--- src/design/wbuf_config.svh ---
`ifndef WBUF_CONFIG_SVH
`define WBUF_CONFIG_SVH

// ==========================================================================
// Weight buffer sizing
// ==========================================================================

// One weight word carries four signed 8-bit weights.
`define WBUF_DATA_W 32

// Words held by the single-port weight SRAM.
`define WBUF_DEPTH 1024

`define WBUF_ADDR_W 10  // Must cover WBUF_DEPTH.

// Width of the engine's run-length count.
`define WBUF_RUN_W 8

`endif

--- src/design/sram_bus_if.sv ---
`timescale 1ns/100ps
`include "wbuf_config.svh"

interface sram_bus_if;

  logic                    cs;
  logic                    oe;
  logic [`WBUF_ADDR_W-1:0] addr;
  logic                    w_req;   // Active high write request.
  logic [`WBUF_DATA_W-1:0] w_data;
  logic [`WBUF_DATA_W-1:0] r_data;

  // Agent side of the bus.
  modport master (
    output cs, oe, addr, w_req, w_data,
    input  r_data
  );

  modport memory (
    input  cs, oe, addr, w_req, w_data,
    output r_data
  );

endinterface

--- src/design/weight_loader.sv ---
`timescale 1ns/100ps
`include "wbuf_config.svh"

module weight_loader (
  input  logic                    clk,
  input  logic                    rst,
  input  logic                    sess_i,
  input  logic                    wr_i,
  input  logic                    rd_i,
  input  logic [`WBUF_ADDR_W-1:0] base_i,
  input  logic [`WBUF_ADDR_W-1:0] addr_i,
  input  logic [`WBUF_DATA_W-1:0] wdata_i,
  output logic                    ready_o,
  output logic                    rvalid_o,
  output logic [`WBUF_DATA_W-1:0] rdata_o,
  input  logic                    host_gnt_i,
  output logic                    host_req_o,
  sram_bus_if.master              host_bus
);

  logic                    sess_q;
  logic                    rd_s1;     // Read address phase.
  logic                    rd_s2;     // Read data phase.
  logic                    wr_fire;
  logic                    rd_fire;
  logic [`WBUF_ADDR_W-1:0] wr_addr;
  logic [`WBUF_ADDR_W-1:0] wr_cur;
  logic [`WBUF_ADDR_W-1:0] rd_addr_q;

  // A read in flight blocks new strobes until its data returns.
  assign ready_o    = sess_i && host_gnt_i && !rd_s1 && !rd_s2;
  assign wr_fire    = wr_i && ready_o;
  assign rd_fire    = rd_i && ready_o && !wr_i;  // Write wins a tie.
  assign host_req_o = sess_i || rd_s1 || rd_s2;

  // The first strobe of a session writes at base_i.
  assign wr_cur = sess_q ? wr_addr : base_i;

  always_ff @(posedge clk or posedge rst) begin
    if (rst) begin
      sess_q  <= 1'b0;
      wr_addr <= '0;
      rd_s1   <= 1'b0;
      rd_s2   <= 1'b0;
    end else begin
      sess_q  <= sess_i;
      wr_addr <= wr_fire ? wr_cur + 1'b1 : wr_cur;
      rd_s1   <= rd_fire;
      rd_s2   <= rd_s1;
    end
  end

  always_ff @(posedge clk) begin
    if (rd_fire) rd_addr_q <= addr_i;
  end

  // ==========================================================================
  // Memory port
  // ==========================================================================

  assign host_bus.cs     = wr_fire || rd_s1;
  assign host_bus.oe     = rd_s1;
  assign host_bus.addr   = rd_s1 ? rd_addr_q : wr_cur;
  assign host_bus.w_req  = wr_fire;
  assign host_bus.w_data = wdata_i;

  assign rvalid_o = rd_s2;
  assign rdata_o  = rd_s2 ? host_bus.r_data : '0;  // SRAM output is registered.

endmodule

--- src/flat_wrapper.sv ---
// flat-port wrapper written by rule: the top's interface ports become plain ports
module weight_loader_flat 
  (clk, rst, sess_i, wr_i, rd_i, base_i, addr_i, wdata_i, ready_o, rvalid_o, rdata_o, host_gnt_i, host_req_o, host_bus_cs, host_bus_oe, host_bus_addr, host_bus_w_req, host_bus_w_data, host_bus_r_data);
  sram_bus_if host_bus_i ();
  input  logic clk;
  input  logic rst;
  input  logic sess_i;
  input  logic wr_i;
  input  logic rd_i;
  input  logic [`WBUF_ADDR_W-1:0] base_i;
  input  logic [`WBUF_ADDR_W-1:0] addr_i;
  input  logic [`WBUF_DATA_W-1:0] wdata_i;
  output logic ready_o;
  output logic rvalid_o;
  output logic [`WBUF_DATA_W-1:0] rdata_o;
  input  logic host_gnt_i;
  output logic host_req_o;
  output wire logic [$bits(host_bus_i.cs)-1:0] host_bus_cs;
  output wire logic [$bits(host_bus_i.oe)-1:0] host_bus_oe;
  output wire logic [$bits(host_bus_i.addr)-1:0] host_bus_addr;
  output wire logic [$bits(host_bus_i.w_req)-1:0] host_bus_w_req;
  output wire logic [$bits(host_bus_i.w_data)-1:0] host_bus_w_data;
  input wire logic [$bits(host_bus_i.r_data)-1:0] host_bus_r_data;
  assign host_bus_cs = host_bus_i.cs;
  assign host_bus_oe = host_bus_i.oe;
  assign host_bus_addr = host_bus_i.addr;
  assign host_bus_w_req = host_bus_i.w_req;
  assign host_bus_w_data = host_bus_i.w_data;
  assign host_bus_i.r_data = host_bus_r_data;
  weight_loader u_core (.clk(clk), .rst(rst), .sess_i(sess_i), .wr_i(wr_i), .rd_i(rd_i), .base_i(base_i), .addr_i(addr_i), .wdata_i(wdata_i), .ready_o(ready_o), .rvalid_o(rvalid_o), .rdata_o(rdata_o), .host_gnt_i(host_gnt_i), .host_req_o(host_req_o), .host_bus(host_bus_i));
endmodule
--- config.mk ---
export PLATFORM = sky130hd
export DESIGN_NAME = weight_loader_flat
export DESIGN_NICKNAME = d
export VERILOG_FILES = /design/src/design/sram_bus_if.sv /design/src/design/weight_loader.sv /design/src/flat_wrapper.sv
export VERILOG_INCLUDE_DIRS = /design/src /design/src/design
export SDC_FILE = /design/constraint.sdc
export NUM_CORES = 1
export LEC_CHECK = 0
export ABC_CLOCK_PERIOD_IN_PS = 3520
export BUFFER_PORTS_ARGS = -buffer_cell sky130_fd_sc_hd__buf_4
export CELL_PAD_IN_SITES_DETAIL_PLACEMENT = 1
export CELL_PAD_IN_SITES_GLOBAL_PLACEMENT = 2
export CORE_ASPECT_RATIO = 1.4
export CORE_MARGIN = 3
export CORE_UTILIZATION = 19
export DETAILED_ROUTE_END_ITERATION = 16
export PLACE_DENSITY = 0.86
export SETUP_SLACK_MARGIN = 0.4
export SLEW_MARGIN = 30
export SYNTH_ARGS = -nofsm -noshare
export SYNTH_HDL_FRONTEND = slang
export SYNTH_SLANG_ARGS = --single-unit
export TNS_END_PERCENT = 20
--- constraint.sdc ---
create_clock -name clk -period 3.52 [get_ports clk]
set_clock_uncertainty 0.15 [all_clocks]
set_input_delay 0.176 -clock clk [delete_from_list [all_inputs] [get_ports clk]]
set_output_delay 0.176 -clock clk [all_outputs]
set_load 0.05 [all_outputs]
After elaboration in Yosys (flattened, before gate mapping)
Cells that the tools add are included.

Add/subtract/negate cells: 1. Muxes and demuxes: 4. Reductions and logical operators: 12.

Operators with widths (count): $mux 32 (1); $mux 10 (3); $add 10x1->10 const B (1); $logic_and 1x1->1 (6); $logic_not 1->1 (3); $logic_or 1x1->1 (3).

Bits in registers: 23. Input bits: 90. Output and inout port bits: 80.

Longest topological paths before layout
Gate-level depths: netlist (run 1).

Word-level depth: 5. Depth in mapped cells: 7. Mapped depth without buffers: 6.

Worst setup path before layout (run 1)
OpenSTA, ideal clock, no wires.

Path kind: reg-to-output. Start point: reg u_core.rd_s1, in the netlist u_core.host_bus.oe. End point: out host_bus_addr[4]. Arrival: 2.032 ns. Required time: 3.194 ns. Slack: 1.162 ns. Stages on the path, launching flop included: 3. Path buffers: 1. Path through: dfrtp_1 > buf_1 > o21ai_0.

Cells in the longest elaborated chain, start to end: 1.

Ends and longest elaborated chain: from (decl) (RTL line weight_loader.sv:22) `logic rd_s1;`; from (signal assigned) (RTL line weight_loader.sv:48) `rd_s1 <= rd_fire;`; $mux 10 (RTL line weight_loader.sv:63) `assign host_bus.addr = rd_s1 ? rd_addr_q : wr_cur;`; to (decl) (RTL line flat_wrapper.sv:20) `output wire logic [$bits(host_bus_i.addr)-1:0] host_bus_addr;`.

No other way between the ends.

Final worst setup path (run 1)
Start point: reg u_core.sess_q. End point: reg u_core.wr_addr[4].

Cells in the longest elaborated chain, start to end: 3.

Ends and longest elaborated chain: from (decl) (RTL line weight_loader.sv:21) `logic sess_q;`; from (signal assigned) (RTL line weight_loader.sv:46) `sess_q <= sess_i;`; $mux 10 (*) (RTL line weight_loader.sv:37) `assign wr_cur = sess_q ? wr_addr : base_i;`; $add 10x1->10 (RTL line weight_loader.sv:47) `wr_addr <= wr_fire ? wr_cur + 1'b1 : wr_cur;`; $mux 10 (*) (RTL line weight_loader.sv:47); to (signal assigned) (RTL line weight_loader.sv:47); to (decl) (RTL line weight_loader.sv:26) `` logic [`WBUF_ADDR_W-1:0] wr_addr; ``.

Every way passes the cells marked *; elsewhere a longest branch is shown, timed or not. A chain may end at the register's enable or synchronous reset.

==> flow_summary.ini, run 1 <==
[logic_synthesis]
synth_top_area_share = 0.196
syn_inst = 160
ys_types = 29
ys.flop_type = dfrtp_1
synthTopCellsByArea = dfrtp_1, edfxtp_1, buf_4
synth_common_cells = and2_1, buf_4, mux2_2
yosysTopAreaCell = dfrtp_1
synth_nets = 251
synth_area_mm2 = 0.00166
yosysMostFrequentCell = and2_1
synth_seq_cells = 23
avgSynthCellArea_um2 = 10.4
synth_edf_count = 10
yosys_warnings = 0
seq_area_frac_synth = 0.376
async_flop_share = 0.565

[hold_path]
min-delay-path-class = input port to flop
whs_endpoint = u_core.wr_addr[4]
worstHoldStart = base_i[4]
hold_path_depth = 3

[clock_tree]
cts.htree.levels = 1
cts_sinks = 23
numCtsBuffers = 3
clk_pin_slew_ns = 0.06
clk_latency_ns = 0.25
clockBufferDepth = 2
hold_buffers = 12
cts_tree = built
cts.repair.resized = 0
root_buffer = clkbuf_16
postCtsSetupRepairBufs = 0

[floorplanning]
core_area_mm2 = 0.00834
die_height_um = 117
fp.dieW_um = 85.1
placementRows = 39
die_area_mm2 = 0.00993
io_pins = 170
start_util = 0.199

[global_routing]
grt_pass1_vias = 1444
globalRouteTotalUtil = 0.0976
grt_pass1_wl_um = 7580
grt_max_degree = 36
grt_overflow = 0
antenna_found_initial = 0

[placed_design]
post-dp-hpwl_um = 4140
gp_congestion = 0.757
port_buffers = 105
place_inst = 327

[worst_setup_path]
startpoint_type = flop
crit_type = flop to flop
rr_startpoint = u_core.sess_q
worstPathMaxFanout = 16
critPathRequiredTime_ns = 3.48
worstPathArrival_ns = 2.23
regToRegSetupSlack_ns = 1.25
worstRegToRegCells = 6
r2r_end = u_core.wr_addr[4]
critPathCaptureType = flop

[layout]
antennaDiodeCount = 0
fin_nets = 333
final_layout_size_suffix_gt1_frac = 0.527
final_cells = 343
num-fill-cells = 944
syn2layout_area_growth_pct = 49.2

[run_status]
status = finished, final reports clean

[route]
vias = 1334
antenna_left = 0
wirelength_um = 4970
viasPerCell = 3.89
dr.pass1.iters = 2
drt_iter0_drc = 39
wl_per_cell_um = 14.5
drt_drc_violations_left = 0

[sta]
fmax_mhz = 440
timing.final.crit_share = 0.645
maxSlewHeadroom = 0.490
finalHoldViolCount = 0
worst_pin_slew_ns = 0.765
setup_viol = 0
fin_tns_setup_ns = 0
rsz0062_at_grt = no
finalMaxSlewViolations = 0
min_period_ns = 2.27

[power]
switching_share = 0.302
p_leak_nw = 1.18
power.switching_w = 0.000247
intPower_w = 0.000570
pwr-share-comb = 0.322
total_power_w = 0.000817
clkPwrFrac = 0.296
powerDensity_mw_per_mm2 = 329
p_seq_frac = 0.382
ir_drop_mv = 0.165

[run]
maxCapViolCount = 0
per-layer routing:
layer  global-route usage  wire (um)  up-vias
met5                    0          0        -
met4               0.0454         89        0
met3               0.0176        274        9
met2                0.173       2680       46
met1                0.113       1920      620
li1                     -          -      659
final cells by class:
type / count / area [um2] / share of cell area
Inverter: 4 / 15.0 / 0.00605
Multi-Input combinational cell: 93 / 726 / 0.292
Tap cell: 102 / 128 / 0.0514
Clock buffer: 4 / 78.8 / 0.0318
Timing Repair Buffer: 117 / 908 / 0.366
Sequential cell: 23 / 626 / 0.252
state kept, by name, summed over array words and instances, names as in the netlist:
name	flops
u_core.host_bus.oe	1
u_core.rvalid_o	1
u_core.rd_addr_q	10
u_core.sess_q	1
u_core.wr_addr	10
worst max-delay path by stage:
stage	depth (start not counted)	start	to	slack (ns)
after CTS	4	u_core.rvalid_o	host_bus_cs	1.19
after global placement	6	u_core.sess_q	u_core.wr_addr[4]	1.28
after global routing	4	u_core.rvalid_o	host_bus_cs	1.08
after floorplan	2	u_core.host_bus.oe	host_bus_addr[4]	1.16
final	6	u_core.sess_q	u_core.wr_addr[4]	1.25
after detailed placement	6	u_core.sess_q	u_core.wr_addr[4]	1.24
critical path, cell delays in order, from the launching register on:
cell     delay, ns
dfrtp_1       0.75
mux2_2        0.44
ha_1          0.28
and2_1        0.18
nand4_1       0.09
xor2_1        0.15
mux2i_1       0.08
cells by family after synthesis:
group / Yosys count / share of synthesized area
fa+ha+maj: 1 / 0.00752
mux: 22 / 0.146
xor+xnor: 9 / 0.0474
simple gates: 55 / 0.212
buf+inv: 44 / 0.187
compound gates: 6 / 0.0233
flops: 23 / 0.376
cells in the final DEF, fill, tap and decap left out, drive strengths merged:
master         n
and4bb         1
dlygate4sd3   12
dfrtp         13
mux2          15
nand4          4
o21ai          2
and3b          1
nand3          5
buf          105
ha             1
mux2i          7
nand2          5
and3           1
a211oi         1
or3            1
inv            4
a31oi          1
and2          35
xor2           4
nand4b         1
clkbuf         4
edfxtp        10
a21oi          2
xnor2          5
nand2b         1
through the flow:
stage	util	cell area [um2]	setup slack [ns]	hold slack (ns)
2_1_floorplan	-	1660	1.16	-0.0970
3_3_place_gp	0.274	2280	1.28	0.114
3_5_place_dp	0.274	2280	1.24	0.0975
4_1_cts	0.297	2480	1.19	0.115
5_1_grt	0.297	2480	1.08	0.127
6_report	0.297	2480	1.25	0.113
power by group through the flow:
stage / sequential (W) / combinational [W] / clock, W
global placement: 0.000317 / 0.000255 / 0
finish: 0.000312 / 0.000263 / 0.000242
detailed placement: 0.000318 / 0.000257 / 0
global route: 0.000315 / 0.000283 / 0.000265
CTS: 0.000313 / 0.000268 / 0.000248
floorplan: 0.000312 / 0.000259 / 0
No activity file was read; power rests on OpenSTA's default activity.
==> run 2, diff against run 1 <==
- ABC_AREA: default -> 1
- ABC_CLOCK_PERIOD_IN_PS: 3520 -> 1900
- CORE_UTILIZATION: 19 -> 15
- PLACE_DENSITY: 0.86 -> 0.77
- clock period: 3.52 -> 1.9 ns (I/O delays scaled with it)
==> flow_summary.ini, run 2 <==
[power]
powerDensity_mw_per_mm2 = 538
p_leak_nw = 1.81
switching_share = 0.345
ir_drop_mv = 0.292
pwr-share-comb = 0.403
p_seq_frac = 0.327
clkPwrFrac = 0.270
power.switching_w = 0.000600
intPower_w = 0.00114

[sta]
worst_pin_slew_ns = 0.595
setup_viol = 0
fin_tns_setup_ns = 0
maxSlewHeadroom = 0.603
finalMaxSlewViolations = 0
min_period_ns = 1.71
rsz0062_at_grt = yes
timing.final.crit_share = 0.900
timing.hold.ws_ns = 0.0400
fmax_mhz = 585
finalHoldViolCount = 0

[route]
dr.pass1.iters = 3
drt_iter0_drc = 70
antenna_left = 0
wl_per_cell_um = 13.3
viasPerCell = 3.73
drt_drc_violations_left = 0
vias = 1950
wirelength_um = 6940

[floorplanning]
die_area_mm2 = 0.0135
placementRows = 47
die_height_um = 136
fp.dieW_um = 99.1
core_area_mm2 = 0.0118
io_pins = 170
start_util = 0.154

[global_routing]
antenna_found_initial = 0
grt_overflow = 0
grt_pass1_wl_um = 10600
grt_pass1_vias = 2048
globalRouteTotalUtil = 0.0988
grt_max_degree = 34

[logic_synthesis]
synth_edf_count = 10
yosys_warnings = 0
ys.flop_type = dfrtp_1
ys_types = 25
yosysTopAreaCell = nand2_1
seq_area_frac_synth = 0.344
yosysMostFrequentCell = nand2_1
synthTopCellsByArea = nand2_1, dfrtp_1, edfxtp_1
synth_seq_cells = 23
synth_nets = 357
synth_common_cells = nand2_1, inv_1, buf_4
synth_top_area_share = 0.206
avgSynthCellArea_um2 = 6.84
async_flop_share = 0.565
syn_inst = 266
synth_area_mm2 = 0.00182

[run]
maxCapViolCount = 0

[layout]
fin_nets = 468
multiInputGateArea_um2 = 921
final_layout_size_suffix_gt1_frac = 0.532
finalInstanceArea_mm2 = 0.00323
top_regs = u_core.rd_addr_q: 10 flops, u_core.wr_addr: 10 flops
syn2layout_area_growth_pct = 77.5
regArea_um2 = 629
final_cell_mix = buf_4, nand2_1, inv_1
num-fill-cells = 1414
mostFrequentLayoutCell = buf_4
antennaDiodeCount = 0

[clock_tree]
clockBufferDepth = 2
cts.htree.levels = 1
clk_pin_slew_ns = 0.06
clk_latency_ns = 0.26
cts_tree = built
numCtsBuffers = 3
root_buffer = clkbuf_16
cts_sinks = 23

[worst_setup_path]
worstPathMaxFanout = 7
cp_cell_sequence = clkinv_4 -> buf_6 -> nand2_2 -> nand2_2 -> inv_2 -> o21ai_2 -> buf_6
critPathTopFamily = flip-flops
worst-path-buf-inv = 4
slowest_stage = dfrtp_2
crit_type = flop to output pin
worstPathArrival_ns = 1.46
startpoint_type = flop
cpPeakStageDelay_ns = 0.46
critPathRequiredTime_ns = 1.65
critPathCaptureType = output pin

[placed_design]
post-dp-hpwl_um = 5200
port_buffers = 105
gp_congestion = 0.801
placed_area_mm2 = 0.00255

[run_status]
status = finished, final reports clean

[hold_path]
min-delay-path-class = input port to output pin
-- run 2: changes by cell type after synthesis, moves of 7 or more --
cell,delta
and2_1,-35
mux2i_1,-7
nand2_2,+7
mux2_2,-14
nand2_1,+95
inv_1,+49
o21ai_0,+11
-- run 2: timing repair --
item	4_1_cts	5_1_grt
endpoints found under the hold margin	25	0
pin swaps	14	19
gates resized for setup	37	43
hold buffers	14	0
buffers inserted	19	4
endpoints found under the setup margin	64	65
-- run 2: metal layers --
| metal | vias to the layer above | share of wire | track usage |
|---|---|---|---|
| met5 | - | 0 | 0 |
| met4 | 0 | 0.023 | 0.0311 |
| met3 | 12 | 0.042 | 0.0164 |
| met2 | 59 | 0.56 | 0.186 |
| met1 | 916 | 0.37 | 0.112 |
| li1 | 963 | - | - |
-- run 2: cell families (layout without fill, tap and decap cells) --
logic type | count (synthesis) | in the layout | synth area share
flip-flops | 23 | 23 | 0.344
AND/OR/NAND/NOR | 129 | 129 | 0.318
buffers and inverters | 95 | 205 | 0.274
AO/OA/AOI/OAI | 15 | 15 | 0.0433
XOR/XNOR | 3 | 3 | 0.0144
adder cells (fa/ha/maj) | 1 | 1 | 0.00687
-- run 2: layout make-up --
type / instances / share of cell area
clock inverter: 1 / 0.00155
clock buffer: 3 / 0.0232
timing repair buffer: 146 / 0.370
inverter: 55 / 0.0689
tap: 147 / 0.0569
sequential: 23 / 0.195
multi-input combinational: 148 / 0.285
-- run 2: per-stage QoR --
step           worst slack, ns  utilization  instances  power [W]
6_report                 0.191        0.273        523    0.00174
5_1_grt                 0.0645        0.273        523    0.00183
4_1_cts                  0.179        0.258        519    0.00167
3_5_place_dp            0.0916        0.216        482    0.00109
3_3_place_gp             0.146        0.216        482    0.00108
2_1_floorplan           0.0273            -        266    0.00106
-- run 2: final timing paths --
check                      cells after the start         startpoint                   to  slack [ns]
max reg2reg                                   11      u_core.sess_q    u_core.wr_addr[9]        0.19
max                                            7      u_core.sess_q     host_bus_addr[6]        0.19
min in group asynchronous                      3                rst    u_core.wr_addr[2]        0.33
min                                            0        wdata_i[11]  host_bus_w_data[11]        0.04
min reg2reg                                    5  u_core.wr_addr[5]    u_core.wr_addr[5]        0.52
max in group asynchronous                      3                rst   u_core.host_bus.oe        0.85
-- run 2: power groups by stage --
stage | combinational, W | clock (W) | sequential (W)
6_report | 0.000700 | 0.000470 | 0.000569
3_3_place_gp | 0.000508 | 0 | 0.000574
5_1_grt | 0.000752 | 0.000507 | 0.000571
3_5_place_dp | 0.000514 | 0 | 0.000576
2_1_floorplan | 0.000486 | 0 | 0.000573
4_1_cts | 0.000634 | 0.000475 | 0.000566
==> run 3, diff against run 2 <==
- CORE_MARGIN: 3 -> 1
- CTS_CLUSTER_DIAMETER: default -> 100
==> flow_summary.ini, run 3 (synthesis results as in run 2) <==
[floorplanning]
fp.dieW_um = 95.1
start_util = 0.154
die_height_um = 132
io_pins = 170
placementRows = 47
core_area_mm2 = 0.0118
die_area_mm2 = 0.0126

[layout]
finalInstanceArea_mm2 = 0.00309
final_cell_mix = buf_4, nand2_1, inv_1
top_regs = u_core.rd_addr_q: 10 flops, u_core.wr_addr: 10 flops
fin_nets = 465
mostFrequentLayoutCell = buf_4
final_layout_size_suffix_gt1_frac = 0.507
final_util = 0.262
syn2layout_area_growth_pct = 70.0
antennaDiodeCount = 0

[worst_setup_path]
worst-path-buf-inv = 4
cpPeakStageDelay_ns = 0.46
critPathTopFamily = flip-flops
critPathCaptureType = output pin
worstRegToRegCells = 9
worstPathArrival_ns = 1.43
cp_num_cells = 7
cp_cell_sequence = inv_4 -> buf_6 -> nand2_2 -> nand2_2 -> inv_2 -> o21ai_2 -> buf_6
slowest_stage = dfrtp_2
startpoint_type = flop
worstPathMaxFanout = 8
critPathRequiredTime_ns = 1.65
crit_type = flop to output pin

[hold_path]
min-delay-path-class = input port to output pin
hold_path_depth = 0

[route]
wl_per_cell_um = 12.1
drt_drc_violations_left = 0
dr.pass1.iters = 4
wirelength_um = 6270
viasPerCell = 3.68
drt_iter0_drc = 73
antenna_left = 0
vias = 1915

[sta]
finalMaxSlewViolations = 0
rsz0062_at_grt = yes
worst_pin_slew_ns = 0.563
setup_viol = 0
fin_tns_setup_ns = 0
timing.final.crit_share = 0.883
fmax_mhz = 596
maxSlewHeadroom = 0.624
min_period_ns = 1.68
finalHoldViolCount = 0

[power]
p_leak_nw = 1.74
ir_drop_mv = 0.261
powerDensity_mw_per_mm2 = 540

[global_routing]
grt_pass1_wl_um = 10200
antenna_found_initial = 0
globalRouteTotalUtil = 0.104
grt_max_degree = 34
grt_pass1_vias = 2082
grt_overflow = 0

[clock_tree]
clk_pin_slew_ns = 0.06
root_buffer = clkbuf_16
cts.htree.levels = 1
cts_sinks = 23
clk_latency_ns = 0.26
numCtsBuffers = 3
clockBufferDepth = 2
cts_tree = built

[placed_design]
placed_area_mm2 = 0.00256
port_buffers = 105
gp_congestion = 0.733
post-dp-hpwl_um = 4840

[run_status]
status = finished, final reports clean

[run]
maxCapViolCount = 0
run 3: cell count changes in the layout (fill, tap and decap cells not counted), sizes merged:
cell	change
buf	-3
inv	+1
clkinv	-2
clkbuf	+1
run 3: layer usage:
metal	up-vias	global-route usage	routed length (um)	part of all wire
met5	-	0	0	0
met4	0	0.0421	103	0.016
met3	10	0.0156	306	0.049
met2	47	0.192	3520	0.56
met1	897	0.115	2340	0.37
li1	961	-	-	-
run 3: power breakdown:
part           internal (W)  leakage, nW  switching, W
sequential         0.000551        0.244     0.0000157
clock              0.000287       0.0382      0.000178
combinational      0.000278         1.46      0.000362
total               0.00112         1.74      0.000556
run 3: final timing paths:
path	from	end	slack, ns
max in group asynchronous	rst	u_core.rvalid_o	0.89
min in group asynchronous	rst	u_core.wr_addr[2]	0.31
worst max-delay path	u_core.sess_q	host_bus_addr[6]	0.22
worst min register to register	u_core.wr_addr[5]	u_core.wr_addr[5]	0.50
worst max register to register	u_core.sess_q	u_core.wr_addr[6]	0.27
worst min-delay path	wdata_i[10]	host_bus_w_data[10]	0.04
run 3: cell type report:
cell class / count / area (um2)
fill: 1426 / 8730
timing repair buffer: 143 / 1170
inverter: 55 / 218
multi-input combinational: 148 / 816
clock buffer: 4 / 78.8
tap: 147 / 184
sequential: 23 / 629
run 3: metrics by stage:
step	worst slack [ns]	hold slack [ns]	total power [W]	instances
final	0.223	0.0400	0.00167	520
after global routing	0.134	0.0401	0.00176	520
after CTS	0.195	0.0216	0.00168	518
after detailed placement	0.0880	0.0403	0.00109	483
after global placement	0.197	0.0350	0.00108	483
after floorplan	0.0273	-0.178	0.00106	266
run 3: repair_timing:
action | CTS | global route
setup buffers | 17 | 2
hold buffers | 14 | 0
gates cloned | 0 | 0
resized for setup | 38 | 15
setup endpoints to repair | 63 | 64
endpoints found under the hold margin | 25 | 0
pin swaps | 14 | 13
